File: src/i2c_pkg.sv
package i2c_pkg;

    // CLK cycles per quarter of an SCL bit
    localparam int SCL_QUARTER = 1;

    // fixed upper nibble of every 24Cxx control byte
    localparam logic [3:0] DEV_CODE = 4'b1010;

    typedef enum logic [1:0] {
        I2C_START = 2'd0,
        I2C_STOP  = 2'd1,
        I2C_WRITE = 2'd2,
        I2C_READ  = 2'd3
    } i2c_op_t;

    typedef struct packed {
        i2c_op_t    op;
        logic [7:0] tx_byte;
        logic       master_ack;   // 1 pulls SDA low in the ack slot of a READ
    } i2c_cmd_t;

    typedef struct packed {
        logic [3:0] dev_code;
        logic [2:0] block;        // word address bits 10:8
        logic       rw;           // 1 read
    } i2c_ctrl_byte_t;

    // one byte on the wire, plain data or a control byte
    typedef union packed {
        logic [7:0]     raw;
        i2c_ctrl_byte_t ctrl;
    } i2c_byte_u;

endpackage

File: src/eeprom_pkg.sv
package eeprom_pkg;

    localparam int AXI_AW = 4;
    localparam int AXI_DW = 32;

    localparam logic [1:0] RESP_OKAY   = 2'b00;
    localparam logic [1:0] RESP_SLVERR = 2'b10;

    // register byte offsets
    localparam logic [AXI_AW-1:0] REG_ADDR   = 4'h0;
    localparam logic [AXI_AW-1:0] REG_WDATA  = 4'h4;
    localparam logic [AXI_AW-1:0] REG_CTRL   = 4'h8;
    localparam logic [AXI_AW-1:0] REG_STATUS = 4'hC;

    // CTRL bit positions, read wins when both are set
    localparam int CTRL_WRITE = 0;
    localparam int CTRL_READ  = 1;

    // request handed to the sequencer with start
    typedef struct packed {
        logic        rw;          // 1 random read, 0 byte write
        logic [10:0] addr;
        logic [7:0]  wdata;
    } eeprom_req_t;

    // result, done is a single cycle pulse
    typedef struct packed {
        logic       done;
        logic       nack;
        logic [7:0] rdata;
    } eeprom_rsp_t;

endpackage

File: src/axil_eeprom_regs.sv
`timescale 1ns/100ps

module axil_eeprom_regs import eeprom_pkg::*;
(
    input  logic                CLK,
    input  logic                RESET,
    input  logic [AXI_AW-1:0]   s_awaddr,
    input  logic                s_awvalid,
    output logic                s_awready,
    input  logic [AXI_DW-1:0]   s_wdata,
    input  logic [AXI_DW/8-1:0] s_wstrb,
    input  logic                s_wvalid,
    output logic                s_wready,
    output logic [1:0]          s_bresp,
    output logic                s_bvalid,
    input  logic                s_bready,
    input  logic [AXI_AW-1:0]   s_araddr,
    input  logic                s_arvalid,
    output logic                s_arready,
    output logic [AXI_DW-1:0]   s_rdata,
    output logic [1:0]          s_rresp,
    output logic                s_rvalid,
    input  logic                s_rready,
    input  logic                busy,
    input  eeprom_rsp_t         rsp,
    output logic                start,
    output eeprom_req_t         req
);

    logic [AXI_AW-1:0]   aw_q;
    logic [AXI_DW-1:0]   wd_q;
    logic [AXI_DW/8-1:0] ws_q;
    logic                aw_held;
    logic                w_held;
    logic                wr_commit;
    logic                ctrl_fire;
    logic                busy_live;   // includes a start not yet seen by the sequencer
    logic [10:0]         addr_q;
    logic [7:0]          wdata_q;
    logic                done_q;
    logic                nack_q;
    logic [7:0]          rdata_q;
    logic [AXI_DW-1:0]   status_word;
    logic [AXI_DW-1:0]   rd_word;
    logic [1:0]          rd_resp;

    assign busy_live   = busy | start;
    assign wr_commit   = aw_held && w_held && !s_bvalid;
    assign ctrl_fire   = wr_commit && (aw_q == REG_CTRL) && ws_q[0] && !busy_live &&
                         (wd_q[CTRL_WRITE] || wd_q[CTRL_READ]);
    assign status_word = {16'd0, rdata_q, 5'd0, nack_q, done_q, busy_live};

    always_comb
    begin
        rd_resp = RESP_OKAY;
        case (s_araddr)
            REG_ADDR:   rd_word = {21'd0, addr_q};
            REG_WDATA:  rd_word = {24'd0, wdata_q};
            REG_CTRL:   rd_word = '0;            // self clearing
            REG_STATUS: rd_word = status_word;
            default:
            begin
                rd_word = '0;
                rd_resp = RESP_SLVERR;
            end
        endcase
    end

    always_ff @(posedge CLK)
    begin
        if (RESET)
        begin
            s_awready <= 1'b0;
            s_wready  <= 1'b0;
            s_bvalid  <= 1'b0;
            s_bresp   <= RESP_OKAY;
            s_arready <= 1'b0;
            s_rvalid  <= 1'b0;
            s_rdata   <= '0;
            s_rresp   <= RESP_OKAY;
            aw_held   <= 1'b0;
            w_held    <= 1'b0;
            start     <= 1'b0;
            addr_q    <= '0;
            wdata_q   <= '0;
            done_q    <= 1'b0;
            nack_q    <= 1'b0;
            rdata_q   <= '0;
        end
        else
        begin
            start     <= ctrl_fire;
            s_awready <= !s_awready && s_awvalid && !aw_held;
            s_wready  <= !s_wready && s_wvalid && !w_held;
            if (s_awready && s_awvalid)
                aw_held <= 1'b1;
            if (s_wready && s_wvalid)
                w_held <= 1'b1;

            if (wr_commit)
            begin
                aw_held  <= 1'b0;
                w_held   <= 1'b0;
                s_bvalid <= 1'b1;
                s_bresp  <= RESP_OKAY;
                case (aw_q)
                    REG_ADDR:
                    begin
                        if (ws_q[0])
                            addr_q[7:0] <= wd_q[7:0];
                        if (ws_q[1])
                            addr_q[10:8] <= wd_q[10:8];
                    end
                    REG_WDATA:
                        if (ws_q[0])
                            wdata_q <= wd_q[7:0];
                    REG_CTRL:
                        if (ctrl_fire)
                            done_q <= 1'b0;
                    REG_STATUS: ;                // read only
                    default:
                        s_bresp <= RESP_SLVERR;
                endcase
            end
            else if (s_bvalid && s_bready)
                s_bvalid <= 1'b0;

            if (rsp.done)
            begin
                done_q  <= 1'b1;
                nack_q  <= rsp.nack;
                rdata_q <= rsp.rdata;
            end

            s_arready <= !s_arready && s_arvalid && !s_rvalid;
            if (s_arready && s_arvalid)
            begin
                s_rvalid <= 1'b1;
                s_rdata  <= rd_word;
                s_rresp  <= rd_resp;
            end
            else if (s_rvalid && s_rready)
                s_rvalid <= 1'b0;
        end
    end

    always_ff @(posedge CLK)
    begin
        if (s_awready && s_awvalid)
            aw_q <= s_awaddr;
        if (s_wready && s_wvalid)
        begin
            wd_q <= s_wdata;
            ws_q <= s_wstrb;
        end
        if (ctrl_fire)
            req <= '{rw: wd_q[CTRL_READ], addr: addr_q, wdata: wdata_q};
    end

endmodule

File: src/eeprom_txn_seq.sv
`timescale 1ns/100ps

module eeprom_txn_seq import eeprom_pkg::*, i2c_pkg::*;
(
    input  logic        CLK,
    input  logic        RESET,
    input  logic        start,
    input  eeprom_req_t req,
    output logic        busy,
    output logic        cmd_valid,
    input  logic        cmd_ready,
    output i2c_cmd_t    cmd,
    input  logic        op_done,
    input  logic [7:0]  rx_byte,
    input  logic        slave_ack,
    output eeprom_rsp_t rsp
);

    // one state per bus phase of the transaction
    typedef enum logic [9:0] {
        S_IDLE     = 10'b00_0000_0001,
        S_WR_START = 10'b00_0000_0010,
        S_CTRL_WR  = 10'b00_0000_0100,
        S_ADDR_WR  = 10'b00_0000_1000,
        S_DATA_WR  = 10'b00_0001_0000,
        S_RD_START = 10'b00_0010_0000,
        S_CTRL_RD  = 10'b00_0100_0000,
        S_DATA_RD  = 10'b00_1000_0000,
        S_STOP     = 10'b01_0000_0000,
        S_ACKN     = 10'b10_0000_0000
    } state_t;

    state_t      state;
    state_t      next_state;
    logic        issued;       // command taken, waiting for op_done
    logic        wrote_byte;
    logic        nack_q;
    logic [7:0]  rdata_q;
    eeprom_req_t req_q;
    i2c_byte_u   tx;

    assign busy      = (state != S_IDLE);
    assign cmd_valid = !issued && (state != S_IDLE) && (state != S_ACKN);
    assign rsp       = '{done: (state == S_ACKN), nack: nack_q, rdata: rdata_q};

    always_comb
    begin
        tx.raw         = 8'h00;
        cmd.op         = I2C_WRITE;
        cmd.master_ack = 1'b0;    // single byte read ends with NACK
        case (state)
            S_WR_START, S_RD_START:
                cmd.op = I2C_START;
            S_CTRL_WR:
                tx.ctrl = '{dev_code: DEV_CODE, block: req_q.addr[10:8], rw: 1'b0};
            S_ADDR_WR:
                tx.raw = req_q.addr[7:0];
            S_DATA_WR:
                tx.raw = req_q.wdata;
            S_CTRL_RD:
                tx.ctrl = '{dev_code: DEV_CODE, block: req_q.addr[10:8], rw: 1'b1};
            S_DATA_RD:
                cmd.op = I2C_READ;
            S_STOP:
                cmd.op = I2C_STOP;
            default: ;
        endcase
        cmd.tx_byte = tx.raw;
    end

    always_comb
    begin
        wrote_byte = (state == S_CTRL_WR) || (state == S_ADDR_WR) ||
                     (state == S_DATA_WR) || (state == S_CTRL_RD);
        case (state)
            S_WR_START: next_state = S_CTRL_WR;
            S_CTRL_WR:  next_state = S_ADDR_WR;
            S_ADDR_WR:  next_state = req_q.rw ? S_RD_START : S_DATA_WR;
            S_DATA_WR:  next_state = S_STOP;
            S_RD_START: next_state = S_CTRL_RD;
            S_CTRL_RD:  next_state = S_DATA_RD;
            S_DATA_RD:  next_state = S_STOP;
            S_STOP:     next_state = S_ACKN;
            default:    next_state = S_IDLE;
        endcase
        if (wrote_byte && !slave_ack)
            next_state = S_STOP;  // abort straight to stop
    end

    always_ff @(posedge CLK)
    begin
        if (RESET)
        begin
            state  <= S_IDLE;
            issued <= 1'b0;
            nack_q <= 1'b0;
        end
        else
        begin
            if (cmd_valid && cmd_ready)
                issued <= 1'b1;
            case (state)
                S_IDLE:
                    if (start)
                    begin
                        nack_q <= 1'b0;
                        state  <= S_WR_START;
                    end
                S_ACKN:
                    state <= S_IDLE;
                default:
                    if (op_done)
                    begin
                        issued <= 1'b0;
                        state  <= next_state;
                        if (wrote_byte && !slave_ack)
                            nack_q <= 1'b1;
                    end
            endcase
        end
    end

    always_ff @(posedge CLK)
    begin
        if (state == S_IDLE && start)
            req_q <= req;
        if (state == S_DATA_RD && op_done)
            rdata_q <= rx_byte;
    end

endmodule

File: src/i2c_bit_engine.sv
`timescale 1ns/100ps

module i2c_bit_engine import i2c_pkg::*;
(
    input  logic       CLK,
    input  logic       RESET,
    input  logic       cmd_valid,
    output logic       cmd_ready,
    input  i2c_cmd_t   cmd,
    output logic       op_done,
    output logic [7:0] rx_byte,
    output logic       slave_ack,
    output logic       scl_low,
    output logic       sda_low,
    input  logic       sda_in
);

    localparam int QW = (SCL_QUARTER > 1) ? $clog2(SCL_QUARTER) : 1;

    i2c_op_t       op;
    logic          active;       // transfer in progress
    logic [QW-1:0] qcnt;
    logic [1:0]    phase;        // 0 and 3 SCL low, 1 and 2 SCL high
    logic [3:0]    bit_cnt;      // 8 is the ack slot
    logic [8:0]    tx_bits;      // line levels, MSB first
    logic          tick;
    logic          byte_op;
    logic          first_level;

    // {scl_low, sda_low} for one quarter of the given operation
    function automatic logic [1:0] line_drive(i2c_op_t o, logic [1:0] ph, logic level);
        logic scl_l;
        logic sda_l;
        scl_l = (ph == 2'd0) || (ph == 2'd3 && o != I2C_STOP);   // a stop leaves SCL high
        case (o)
            I2C_START: sda_l = ph[1];     // SDA falls in the middle of SCL high
            I2C_STOP:  sda_l = !ph[1];    // SDA rises in the middle of SCL high
            default:   sda_l = !level;
        endcase
        return {scl_l, sda_l};
    endfunction

    assign cmd_ready   = !active;
    assign tick        = (qcnt == QW'(SCL_QUARTER - 1));
    assign byte_op     = (op == I2C_WRITE) || (op == I2C_READ);
    assign first_level = (cmd.op == I2C_READ) ? 1'b1 : cmd.tx_byte[7];

    // START always begins with SCL low, so a start from a free bus
    // and a repeated start share the same four quarters
    always_ff @(posedge CLK)
    begin
        if (RESET)
        begin
            active  <= 1'b0;
            op_done <= 1'b0;
            scl_low <= 1'b0;
            sda_low <= 1'b0;
            qcnt    <= '0;
            phase   <= 2'd0;
            bit_cnt <= 4'd0;
        end
        else
        begin
            op_done <= 1'b0;
            if (!active)
            begin
                qcnt <= '0;
                if (cmd_valid)
                begin
                    active  <= 1'b1;
                    phase   <= 2'd0;
                    bit_cnt <= 4'd0;
                    {scl_low, sda_low} <= line_drive(cmd.op, 2'd0, first_level);
                end
            end
            else if (!tick)
                qcnt <= qcnt + 1'b1;
            else
            begin
                qcnt <= '0;
                if (phase != 2'd3)
                begin
                    phase <= phase + 2'd1;
                    {scl_low, sda_low} <= line_drive(op, phase + 2'd1, tx_bits[8]);
                end
                else if (byte_op && bit_cnt != 4'd8)
                begin
                    phase   <= 2'd0;
                    bit_cnt <= bit_cnt + 4'd1;
                    {scl_low, sda_low} <= line_drive(op, 2'd0, tx_bits[7]);
                end
                else
                begin
                    active  <= 1'b0;       // lines hold their last level
                    op_done <= 1'b1;
                end
            end
        end
    end

    always_ff @(posedge CLK)
    begin
        if (!active && cmd_valid)
        begin
            op <= cmd.op;
            if (cmd.op == I2C_READ)
                tx_bits <= {8'hff, !cmd.master_ack};
            else
                tx_bits <= {cmd.tx_byte, 1'b1};  // release SDA for the slave ack
        end
        else if (active && tick && phase == 2'd3)
            tx_bits <= {tx_bits[7:0], 1'b1};

        // sample at the end of the first high quarter
        if (active && tick && phase == 2'd1 && byte_op)
        begin
            if (bit_cnt == 4'd8)
                slave_ack <= !sda_in;
            else
                rx_byte <= {rx_byte[6:0], sda_in};
        end
    end

endmodule

File: src/eeprom_ctrl_top.sv
`timescale 1ns/100ps

module eeprom_ctrl_top import eeprom_pkg::*, i2c_pkg::*;
(
    input  logic                CLK,
    input  logic                RESET,
    input  logic [AXI_AW-1:0]   s_awaddr,
    input  logic                s_awvalid,
    output logic                s_awready,
    input  logic [AXI_DW-1:0]   s_wdata,
    input  logic [AXI_DW/8-1:0] s_wstrb,
    input  logic                s_wvalid,
    output logic                s_wready,
    output logic [1:0]          s_bresp,
    output logic                s_bvalid,
    input  logic                s_bready,
    input  logic [AXI_AW-1:0]   s_araddr,
    input  logic                s_arvalid,
    output logic                s_arready,
    output logic [AXI_DW-1:0]   s_rdata,
    output logic [1:0]          s_rresp,
    output logic                s_rvalid,
    input  logic                s_rready,
    input  logic                sda_in,
    output logic                scl_low,    // open drain, 1 pulls SCL low
    output logic                sda_low
);

    logic        start;
    logic        busy;
    eeprom_req_t req;
    eeprom_rsp_t rsp;
    logic        cmd_valid;
    logic        cmd_ready;
    i2c_cmd_t    cmd;
    logic        op_done;
    logic [7:0]  rx_byte;
    logic        slave_ack;

    axil_eeprom_regs u_regs (.*);

    eeprom_txn_seq u_seq (.*);

    i2c_bit_engine u_engine (.*);

endmodule

File: config.mk
export PLATFORM = sky130hd
export DESIGN_NAME = eeprom_ctrl_top
export DESIGN_NICKNAME = d
export VERILOG_FILES = /design/src/i2c_pkg.sv /design/src/eeprom_pkg.sv /design/src/axil_eeprom_regs.sv /design/src/eeprom_txn_seq.sv /design/src/i2c_bit_engine.sv /design/src/eeprom_ctrl_top.sv
export SDC_FILE = /design/constraint.sdc
export NUM_CORES = 1
export LEC_CHECK = 0
export BUFFER_PORTS_ARGS = -buffer_cell sky130_fd_sc_hd__buf_2
export CORE_ASPECT_RATIO = 0.8
export CORE_MARGIN = 2
export CORE_UTILIZATION = 51
export DETAILED_ROUTE_END_ITERATION = 8
export PLACE_DENSITY = 0.81
export SETUP_SLACK_MARGIN = 0.5
export SLEW_MARGIN = 10
export SYNTH_ARGS = -nofsm -noshare
export SYNTH_HDL_FRONTEND = slang
export SYNTH_SLANG_ARGS = --single-unit
export TNS_END_PERCENT = 20
File: constraint.sdc
create_clock -name CLK -period 5.3 [get_ports CLK]
set_input_delay 0.53 -clock CLK [delete_from_list [all_inputs] [get_ports CLK]]
set_output_delay 0.53 -clock CLK [all_outputs]
set_load 0.03 [all_outputs]
# [After elaboration in Yosys (flattened, before gate mapping)]
# Cells that the tools add are included.
# W data, S select, Z words.
[totals] input_bits=52 register_bits=181 out_inout_bits=43
[op_classes] n_mux=59 bitwise_logic=5 n_eq_ne=35 n_reduce_logical=84 add_sub_neg=3
[op_table] op="$pmux W10 S7" count=1
[op_table] op="$pmux W16 S3" count=1
[op_table] op="$pmux W8 S4" count=1
[op_table] op="$mux W1" count=31
[op_table] op="$mux W10" count=3
[op_table] op="$logic_and A1 B1 Y1" count=29
[op_table] op="$mux W9" count=3
[op_table] op="$eq A4 B4 Y1 const B" count=5
[op_table] op="$mux W4" count=5
[op_table] op="$pmux W10 S2" count=1
[op_table] op="$reduce_bool A2 Y1" count=9
[op_table] op="$logic_not A1 Y1" count=16
[op_table] op="$reduce_and A3 Y1" count=5
[op_table] op="$mux W2" count=7
[op_table] op="$reduce_or A4 Y1" count=3
[op_table] op="$eq A10 B1 Y1 const B" count=1
[op_table] op="$eq A10 B10 Y1 const B" count=1
[op_table] op="$eq A10 B2 Y1 const B" count=1
[op_table] op="$eq A10 B3 Y1 const B" count=1
[op_table] op="$eq A10 B4 Y1 const B" count=1
[op_table] op="$eq A10 B5 Y1 const B" count=1
[op_table] op="$eq A10 B6 Y1 const B" count=1
[op_table] op="$eq A10 B7 Y1 const B" count=1
[op_table] op="$eq A10 B8 Y1 const B" count=1
[op_table] op="other kinds (26)" count=57

# [Logic depth before layout (Yosys ltp)]
# Gate-level depths: netlist (run 1).
[logic_depth] ltp_word=10 depth_mapped=8 depth_no_buf=7

# [By module]
# From an unflattened synthesis (run 1), not the netlist that was laid out.
[unflattened] hier_cells=556 area_unflattened_um2=6751.5
[modules_own_cells] mod="axil_eeprom_regs" seq_area_each_um2=2212.1 cells_each=301 instances=1 area_each_um2=3597.2
[modules_own_cells] mod="eeprom_txn_seq" seq_area_each_um2=1081.0 cells_each=143 instances=1 area_each_um2=1757.9
[modules_own_cells] mod="i2c_bit_engine" seq_area_each_um2=820.8 cells_each=112 instances=1 area_each_um2=1396.3

# [Worst setup path after synthesis (run 1)]
# Ideal clock, no wire load.
[synth_timing] path_type="flip-flop to flip-flop" start="register u_seq.state[4]" end="register u_seq.nack_q" slack_ns=1.558 path_stages_with_launch=7 t_required_ns=5.222 synth_period_minus_slack_ns=3.742 arrival_ns=3.664 path_cell_list="dfxtp_1 > buf_6 > or4_4 > nor4_1 > a21o_2 > nand4_1 > a21oi_1"
[synth_via] elab_chain_len=7 word_cells_on_any_way=16 cone_classes="eq/ne (7); mux (1); bitwise (1); reduce/logical (7)"
[synth_rtl] element="start: declaration" line_no="eeprom_txn_seq.sv:33" source="state_t state;"
[synth_rtl] element="start signal: assignment" line_no="eeprom_txn_seq.sv:115" source="state <= next_state;"
[synth_rtl] element="$eq A10 B3 Y1 / $eq A10 B4 Y1 (equally long branches)" line_no="eeprom_txn_seq.sv:73" source="wrote_byte = (state == S_CTRL_WR) || (state == S_ADDR_WR) ||"
[synth_rtl] element="$logic_or A1 B1 Y1 (2 in series)" line_no="eeprom_txn_seq.sv:73"
[synth_rtl] element="$logic_or A1 B1 Y1" line_no="eeprom_txn_seq.sv:74" source="(state == S_DATA_WR) || (state == S_CTRL_RD);"
[synth_rtl] element="$logic_and A1 B1 Y1" line_no="eeprom_txn_seq.sv:116" source="if (wrote_byte && !slave_ack)"
[synth_rtl] element="$reduce_bool A2 Y1 (no line)"
[synth_rtl] element="$reduce_and A4 Y1 (no line)"
[synth_rtl] element="end signal: assignment" line_no="eeprom_txn_seq.sv:96" source="nack_q <= 1'b0;"
[synth_rtl] element="end signal: assignment" line_no="eeprom_txn_seq.sv:106" source="nack_q <= 1'b0;"
[synth_rtl] element="end signal: assignment" line_no="eeprom_txn_seq.sv:117" source="nack_q <= 1'b1;"
[synth_rtl] element="end: declaration" line_no="eeprom_txn_seq.sv:37" source="logic nack_q;"
# Parallel ways exist; a longest one is shown, timed or not.
# A chain may end at the register's enable or synchronous reset.

# [Final worst setup path (run 1)]
[layout_timing] start="register u_seq.state[6]" end="register u_regs.req[4] (netlist name)"
[layout_via] elab_chain_len=5
[layout_rtl] element="$ne A10 B1 Y1" line_no="eeprom_txn_seq.sv:42" source="assign busy = (state != S_IDLE);"
[layout_rtl] element="$or A1 B1 Y1" line_no="axil_eeprom_regs.sv:47" source="assign busy_live = busy | start;"
[layout_rtl] element="$logic_not A1 Y1" line_no="axil_eeprom_regs.sv:49" source="assign ctrl_fire = wr_commit && (aw_q == REG_CTRL) && ws_q[0] && !busy_live &&"
[layout_rtl] element="$logic_and A1 B1 Y1 (2 in series)" line_no="axil_eeprom_regs.sv:49"
[layout_rtl] element="net u_regs.ctrl_fire" line_no="axil_eeprom_regs.sv:36" source="logic ctrl_fire;"
# The timed path passes the listed nets, and every way through them passes these cells.

==> load_flow_metrics.sql, run 1 <==
INSERT INTO impl_metrics (metric_group, metric, value, unit) VALUES
('status', 'run_status', 'complete, no violations', ''),
('sta', 'timing.clock.skew', '0.0118', 'ns'),
('cts', 'cts_tree', 'done', ''),
('drt', 'drc', '0', ''),
('global_routing', 'grt_usage', '19.7', '%'),
('sta', 'final.setup.tns', '0', 'ns'),
('floorplan', 'row_count', '36', ''),
('logic_synthesis', 'synth_area', '6420', 'um^2'),
('drt', 'post_drt_via_cell_ratio', '5.54', ''),
('cts', 'tritoncts.num_buffers', '17', ''),
('drt', 'final_wirelength', '12500', 'um'),
('cts', 'clk_pin_slew_worst_paths', '0.07', 'ns'),
('sta', 'fin_hold_ws', '0.278', 'ns'),
('worst_setup_path', 'worst_setup_end_kind', 'flop', ''),
('power', 'power.share.clock', '48.8', '%'),
('placement', 'dpl_cell_area', '6690', 'um^2'),
('power', 'irDropWorstVdd', '0.282', 'mV'),
('cts', 'cts-resized-gates', '0', ''),
('power', 'swShare', '22.3', '%'),
('sta', 'max-slew-margin-rel', '26.9', '%'),
('flow_run', 'drv.max_cap_violation_count', '0', ''),
('worst_setup_path', 'worst-endpoint-required', '5.35', 'ns'),
('worst_setup_path', 'timing.setup.critical_path_class', 'flop to flop', ''),
('power', 'power_per_cell_area', '368', 'nW/um^2'),
('sta', 'share_of_the_clock_period_used_by_the_worst_path_after_layout', '53.3', '%'),
('power', 'power_leakage', '2.79', 'nW'),
('worst_setup_path', 'crit_path_top_delay_cell', 'inv_1', ''),
('sta', 'setup_viol', '0', ''),
('drt', 'drtIter0Drc', '214', ''),
('global_routing', 'grt_remaining_overflow', '0', ''),
('power', 'intPower', '2.10', 'mW'),
('placement', 'finalWeightedCongestion', '0.826', ''),
('logic_synthesis', 'number_of_enable_type_register_cells_in_the_synthesized_netlist', '84', ''),
('cts', 'clock_tree.buffer_depth', '2', ''),
('placement', 'dp_cells', '736', ''),
('cells_and_area', 'stdcell_area', '7330', 'um^2'),
('placement', 'portBuffers', '53', ''),
('floorplan', 'fp.coreArea', '12200', 'um^2'),
('global_routing', 'grt_pass1_wl', '20900', 'um'),
('logic_synthesis', 'synth.avg_cell_area', '12.0', 'um^2'),
('worst_setup_path', 'critPathArrivalTime', '2.87', 'ns'),
('cts', 'clk_root_buffer_cell', 'clkbuf_16', ''),
('cts', 'insertion_delay', '0.43', 'ns'),
('floorplan', 'die-width', '129', 'um'),
('cells_and_area', 'post-route-util', '60.0', '%'),
('cts', 'postCtsHoldBufs', '0', ''),
('logic_synthesis', 'fraction_of_synthesis_flops_using_an_asynchronous_set_or_reset_pin', '0', '%'),
('drt', 'routedWlPerCell', '16.3', 'um'),
('floorplan', 'i_o_pin_count', '95', ''),
('cells_and_area', 'n_antenna_cell', '0', ''),
('logic_synthesis', 'synthDistinctLibCells', '63', ''),
('global_routing', 'pin_count_of_the_biggest_net_entering_global_routing', '73', ''),
('logic_synthesis', 'synth_flop_cell', 'edfxtp_1', ''),
('drt', 'route.vias.total', '4255', ''),
('power', 'total_power', '2.70', 'mW'),
('floorplan', 'fp.dieArea', '13500', 'um^2'),
('cells_and_area', 'design.final.nets', '641', ''),
('logic_synthesis', 'yosysSeqAreaShare', '63.6', '%'),
('cts', 'cts_setup_buffers', '0', ''),
('cts', 'h-tree-depth', '4', ''),
('placement', 'post-place-ws', '2.50', 'ns'),
('sta', 'final-max-slew-violation-count', '0', ''),
('cts', 'clock_sinks', '162', ''),
('worst_setup_path', 'timing.critical_path.cells', 'or4_4, nor4_1, nand3_1, inv_1', ''),
('cells_and_area', 'share_of_cells_above_drive_strength_1', '18.6', '%'),
('sta', 'highest_clock_frequency_the_design_can_meet', '0.354', 'GHz'),
('sta', 'timing.final.ws_setup', '2.48', 'ns'),
('global_routing', 'number_of_antenna_violations_at_the_first_check_in_global_routing', '0', ''),
('worst_setup_path', 'timing.critical_path.slowest_cell_delay', '0.60', 'ns'),
('power', 'power.share.combinational', '2.2', '%'),
('power', 'sequential_share_of_power', '49.0', '%');
[final timing paths]
kind,slack (ns),from,cells past startpoint,to
setup reg to reg,2.48,u_seq.state[6],4,u_regs.req[4]
hold reg to reg,0.42,u_regs.req[3],0,u_seq.req_q[3]
hold / removal,0.28,s_wdata[4],1,u_regs.wd_q[4]
setup / recovery,2.48,u_seq.state[6],4,u_regs.req[4]
[registers in the layout, indices dropped and copies added (netlist names), 2 cells and up]
signal	count
u_engine.bit_cnt	4
u_engine.op	2
u_engine.phase	2
u_engine.rx_byte	8
u_engine.tx_bits	8
u_regs.addr_q	11
u_regs.aw_q	4
u_regs.rdata_q	8
u_regs.req	20
u_regs.s_rdata	16
u_regs.wd_q	11
u_regs.wdata_q	8
u_regs.ws_q	2
u_seq.rdata_q	8
u_seq.req_q	20
u_seq.state	10
[cell usage after synthesis, drive strengths merged (6+ instances only)]
cell	instances	area, um^2
a21oi	26	130
a221oi	6	52.6
a22oi	16	120
a31oi	7	43.8
buf	27	221
clkbuf	19	81.3
dfxtp	78	1560
edfxtp	84	2520
inv	16	60.1
mux2	6	67.6
mux2i	25	250
nand2	36	135
nand3	15	75.1
nor2	68	255
nor3	12	60.1
nor4	9	77.6
o21ai	6	30.0
[power by group through the flow]
stage	sequential (mW)	combinational (mW)	clock [mW]
global placement	1.35	0.0585	0
detailed placement	1.35	0.0599	0
CTS	1.32	0.0600	1.33
global route	1.32	0.0653	1.38
finish	1.32	0.0603	1.32
floorplan	1.35	0.0466	0
[placed cells by master, fill, tap and decap left out, types with 3 or more instances in the layout]
master	n
and3_1	4
nor4b_1	4
inv_8	3
nor4_1	6
inv_1	15
or2_2	3
nand4_1	5
dfxtp_1	78
ha_1	5
nand3_1	15
inv_6	5
a21oi_1	26
mux2_2	6
a22oi_1	16
edfxtp_1	84
or3_1	3
and2_1	4
nand2_1	36
nor2_1	68
xor2_1	5
o21ai_0	6
a221oi_1	6
nor3_1	12
clkbuf_16	17
a22o_1	3
a31oi_1	7
nand3b_1	5
nand2b_1	4
buf_4	3
conb_1	19
bufinv_16	3
mux2i_1	25
buf_2	53
[routing by layer]
layer,vias to the layer above,GRT usage [%],wire length (um)
met2,150,32.2,6050
met4,0,5.76,128
li1,2003,-,-
met1,2089,26.0,5640
met3,13,5.25,710
met5,-,0,0
[cell families (layout without fill, tap and decap cells)]
kind of cell	count (synthesis)	in the layout	synth area share, %
mux	32	32	5.30
fa+ha+maj	5	5	0.975
xor+xnor	7	7	0.955
flops	162	162	63.6
simple gates	189	189	15.2
buf+inv	62	104	5.65
compound gates	79	79	8.25
other cells	1	19	0.0584
[cell type report]
cell class              instances  area (um^2)
clock buffers                  17          425
clock inverters                15          214
fillers                       939         4880
inverters                      16         60.1
multi-input cells             331         2040
flip-flops and latches        162         4080
well taps                     171          214
repair buffers                 56          288
[critical path, delay by kind of cell (launching register included)]
kind | cells | cell delay [ns]
and+or+nand+nor | 3 | 1.41
buffers and inverters | 1 | 0.60
DFF | 1 | 0.44
Note: power is estimated with default switching activity, not from simulation.
==> run 2: changes to the inputs <==
Clock period 5.3 ns to 2.8 ns, I/O delays scaled along.
==> run 2 against run 1 <==
Net effect: routed wire length increased by 3.3%; sequential cell count is the same; combinational power up 94%; sequential share of layout area fell by 0.83 points; clock power rose by 77%; critical path type unchanged.
==> load_flow_metrics.sql, run 2 (synthesis gave the netlist of run 1 again) <==
INSERT INTO impl_metrics (metric_group, metric, value, unit) VALUES
('cts', 'clock_sinks', '162', ''),
('placement', 'finalWeightedCongestion', '0.833', ''),
('cts', 'insertion_delay', '0.43', 'ns'),
('floorplan', 'row_count', '36', ''),
('sta', 'setup_viol', '0', ''),
('cts', 'cts_tree', 'done', ''),
('floorplan', 'die_h', '104', 'um'),
('sta', 'timing.final.hold_violations', '0', ''),
('sta', 'timing.clock.skew', '0.0132', 'ns'),
('worst_setup_path', 'worst_setup_end_kind', 'flop', ''),
('cells_and_area', 'reg.largest.list', 'u_regs.req x20, u_seq.req_q x20, u_regs.s_rdata x16', ''),
('sta', 'post-route-min-period', '2.32', 'ns'),
('cells_and_area', 'design.final.nets', '654', ''),
('sta', 'highest_clock_frequency_the_design_can_meet', '0.431', 'GHz'),
('global_routing', 'first_global_vias', '4245', ''),
('global_routing', 'grt_remaining_overflow', '0', ''),
('worst_setup_path', 'worst_setup_path_start_kind', 'flop', ''),
('worst_setup_path', 'timing.critical_path.fanout_max', '8', ''),
('worst_setup_path', 'timing.setup.critical_path_class', 'flop to flop', ''),
('floorplan', 'fp.dieArea', '13500', 'um^2'),
('floorplan', 'initial_utilization', '52.6', '%'),
('cts', 'clk_pin_slew_worst_paths', '0.07', 'ns'),
('min_path', 'kind_of_path_behind_the_tightest_hold_check', 'input pin to flop', ''),
('drt', 'routedWlPerCell', '16.6', 'um'),
('cells_and_area', 'n_antenna_cell', '0', ''),
('global_routing', 'number_of_antenna_violations_at_the_first_check_in_global_routing', '0', ''),
('drt', 'final_wirelength', '12900', 'um'),
('power', 'irDropWorstVdd', '0.512', 'mV'),
('sta', 'rsz_0062_raised_after_global_routing', 'true', ''),
('global_routing', 'pin_count_of_the_biggest_net_entering_global_routing', '56', ''),
('power', 'power_leakage', '2.82', 'nW'),
('status', 'run_status', 'complete, no violations', ''),
('cts', 'postCtsHoldBufs', '0', ''),
('cts', 'h-tree-depth', '4', ''),
('sta', 'final.setup.tns', '0', 'ns'),
('floorplan', 'die-width', '129', 'um'),
('cts', 'clk_root_buffer_cell', 'clkbuf_16', ''),
('sta', 'share_of_the_clock_period_used_by_the_worst_path_after_layout', '82.8', '%'),
('sta', 'final-max-slew-violation-count', '0', ''),
('placement', 'post-place-ws', '0.387', 'ns'),
('worst_setup_path', 'critPathArrivalTime', '2.61', 'ns'),
('drt', 'drc', '0', ''),
('global_routing', 'grt_pass1_wl', '21300', 'um'),
('drt', 'post_drt_via_cell_ratio', '5.54', ''),
('floorplan', 'fp.coreArea', '12200', 'um^2'),
('placement', 'portBuffers', '53', ''),
('drt', 'drt-pass1-iter-count', '5', ''),
('cells_and_area', 'most_frequent_cells_in_the_layout', 'edfxtp_1, dfxtp_1, nor2_1', ''),
('global_routing', 'grt_usage', '20.2', '%'),
('worst_setup_path', 'worst-endpoint-required', '3.09', 'ns'),
('sta', 'timing.final.ws_setup', '0.481', 'ns'),
('cells_and_area', 'layout-area-overhead-vs-synth', '15.9', '%'),
('cts', 'cts_setup_buffers', '0', ''),
('drt', 'postRouteAntennaNets', '0', ''),
('drt', 'drtIter0Drc', '335', ''),
('cts', 'tritoncts.num_buffers', '17', ''),
('placement', 'place_hpwl', '8550', 'um'),
('flow_run', 'drv.max_cap_violation_count', '0', ''),
('cells_and_area', 'share_of_cells_above_drive_strength_1', '21.1', '%'),
('drt', 'route.vias.total', '4326', ''),
('cts', 'clock_tree.buffer_depth', '2', ''),
('power', 'power_per_cell_area', '666', 'nW/um^2'),
('sta', 'max-slew-margin-rel', '38.7', '%'),
('cells_and_area', 'final_common_cell', 'edfxtp_1', ''),
('sta', 'tightest_slew', '0.913', 'ns'),
('floorplan', 'i_o_pin_count', '95', '');
==> run 2: critical path: stages, from the launching register on <==
cell and delay, ns:
dfxtp_1 0.40, or4_4 0.63, or4b_2 0.66, a21boi_2 0.22, or4_1 0.15, a41oi_1 0.11
==> run 2: routing by layer <==
layer | wire length [um] | GRT usage [%] | up-vias
li1 | - | - | 2043
met1 | 5510 | 26.4 | 2084
met2 | 6350 | 32.3 | 181
met3 | 915 | 6.33 | 18
met4 | 154 | 5.91 | 0
met5 | 0 | 0 | -
==> run 2: path summary, 6_finish.rpt <==
| check | startpoint | to | cells after the start | slack, ns |
|---|---|---|---|---|
| min | s_wdata[6] | u_regs.wd_q[6] | 1 | 0.02 |
| min reg2reg | u_regs.req[10] | u_seq.req_q[10] | 0 | 0.42 |
| max reg2reg | u_seq.state[9] | u_seq.state[0] | 5 | 0.48 |
| max | u_seq.state[9] | u_seq.state[0] | 5 | 0.48 |
==> run 2: per-stage QoR <==
step / utilization [%] / cells / cell area [um^2] / total power [mW] / hold slack, ns
5_1_grt: 61.0 / 781 / 7440 / 5.09 / 0.00835
4_1_cts: 60.7 / 779 / 7410 / 4.99 / 0.00883
6_report: 61.0 / 781 / 7440 / 4.95 / 0.0206
2_1_floorplan: - / 555 / 6500 / 2.65 / 0.379
3_5_place_dp: 55.5 / 746 / 6780 / 2.67 / 0.405
3_3_place_gp: 55.5 / 746 / 6780 / 2.66 / 0.404
==> run 2: cell type report <==
| type | count | area, um^2 |
|---|---|---|
| Clock buffer | 17 | 425 |
| Clock inverter | 15 | 189 |
| Fill cell | 951 | 4770 |
| Inverter | 16 | 63.8 |
| Multi-Input combinational cell | 331 | 2080 |
| Sequential cell | 162 | 4080 |
| Tap cell | 171 | 214 |
| Timing Repair Buffer | 66 | 363 |
| Timing Repair inverter | 3 | 22.5 |
==> run 2: report_power, final <==
| part | internal, mW | switching, mW |
|---|---|---|
| registers | 2.49 | 0.00942 |
| clock network | 1.28 | 1.05 |
| logic | 0.0280 | 0.0889 |
| total | 3.80 | 1.15 |
==> run 2: timing repair <==
item,CTS,global route
pin swaps,0,1
cloned,1,2
setup endpoints to repair,21,25
gates resized for setup,3,5
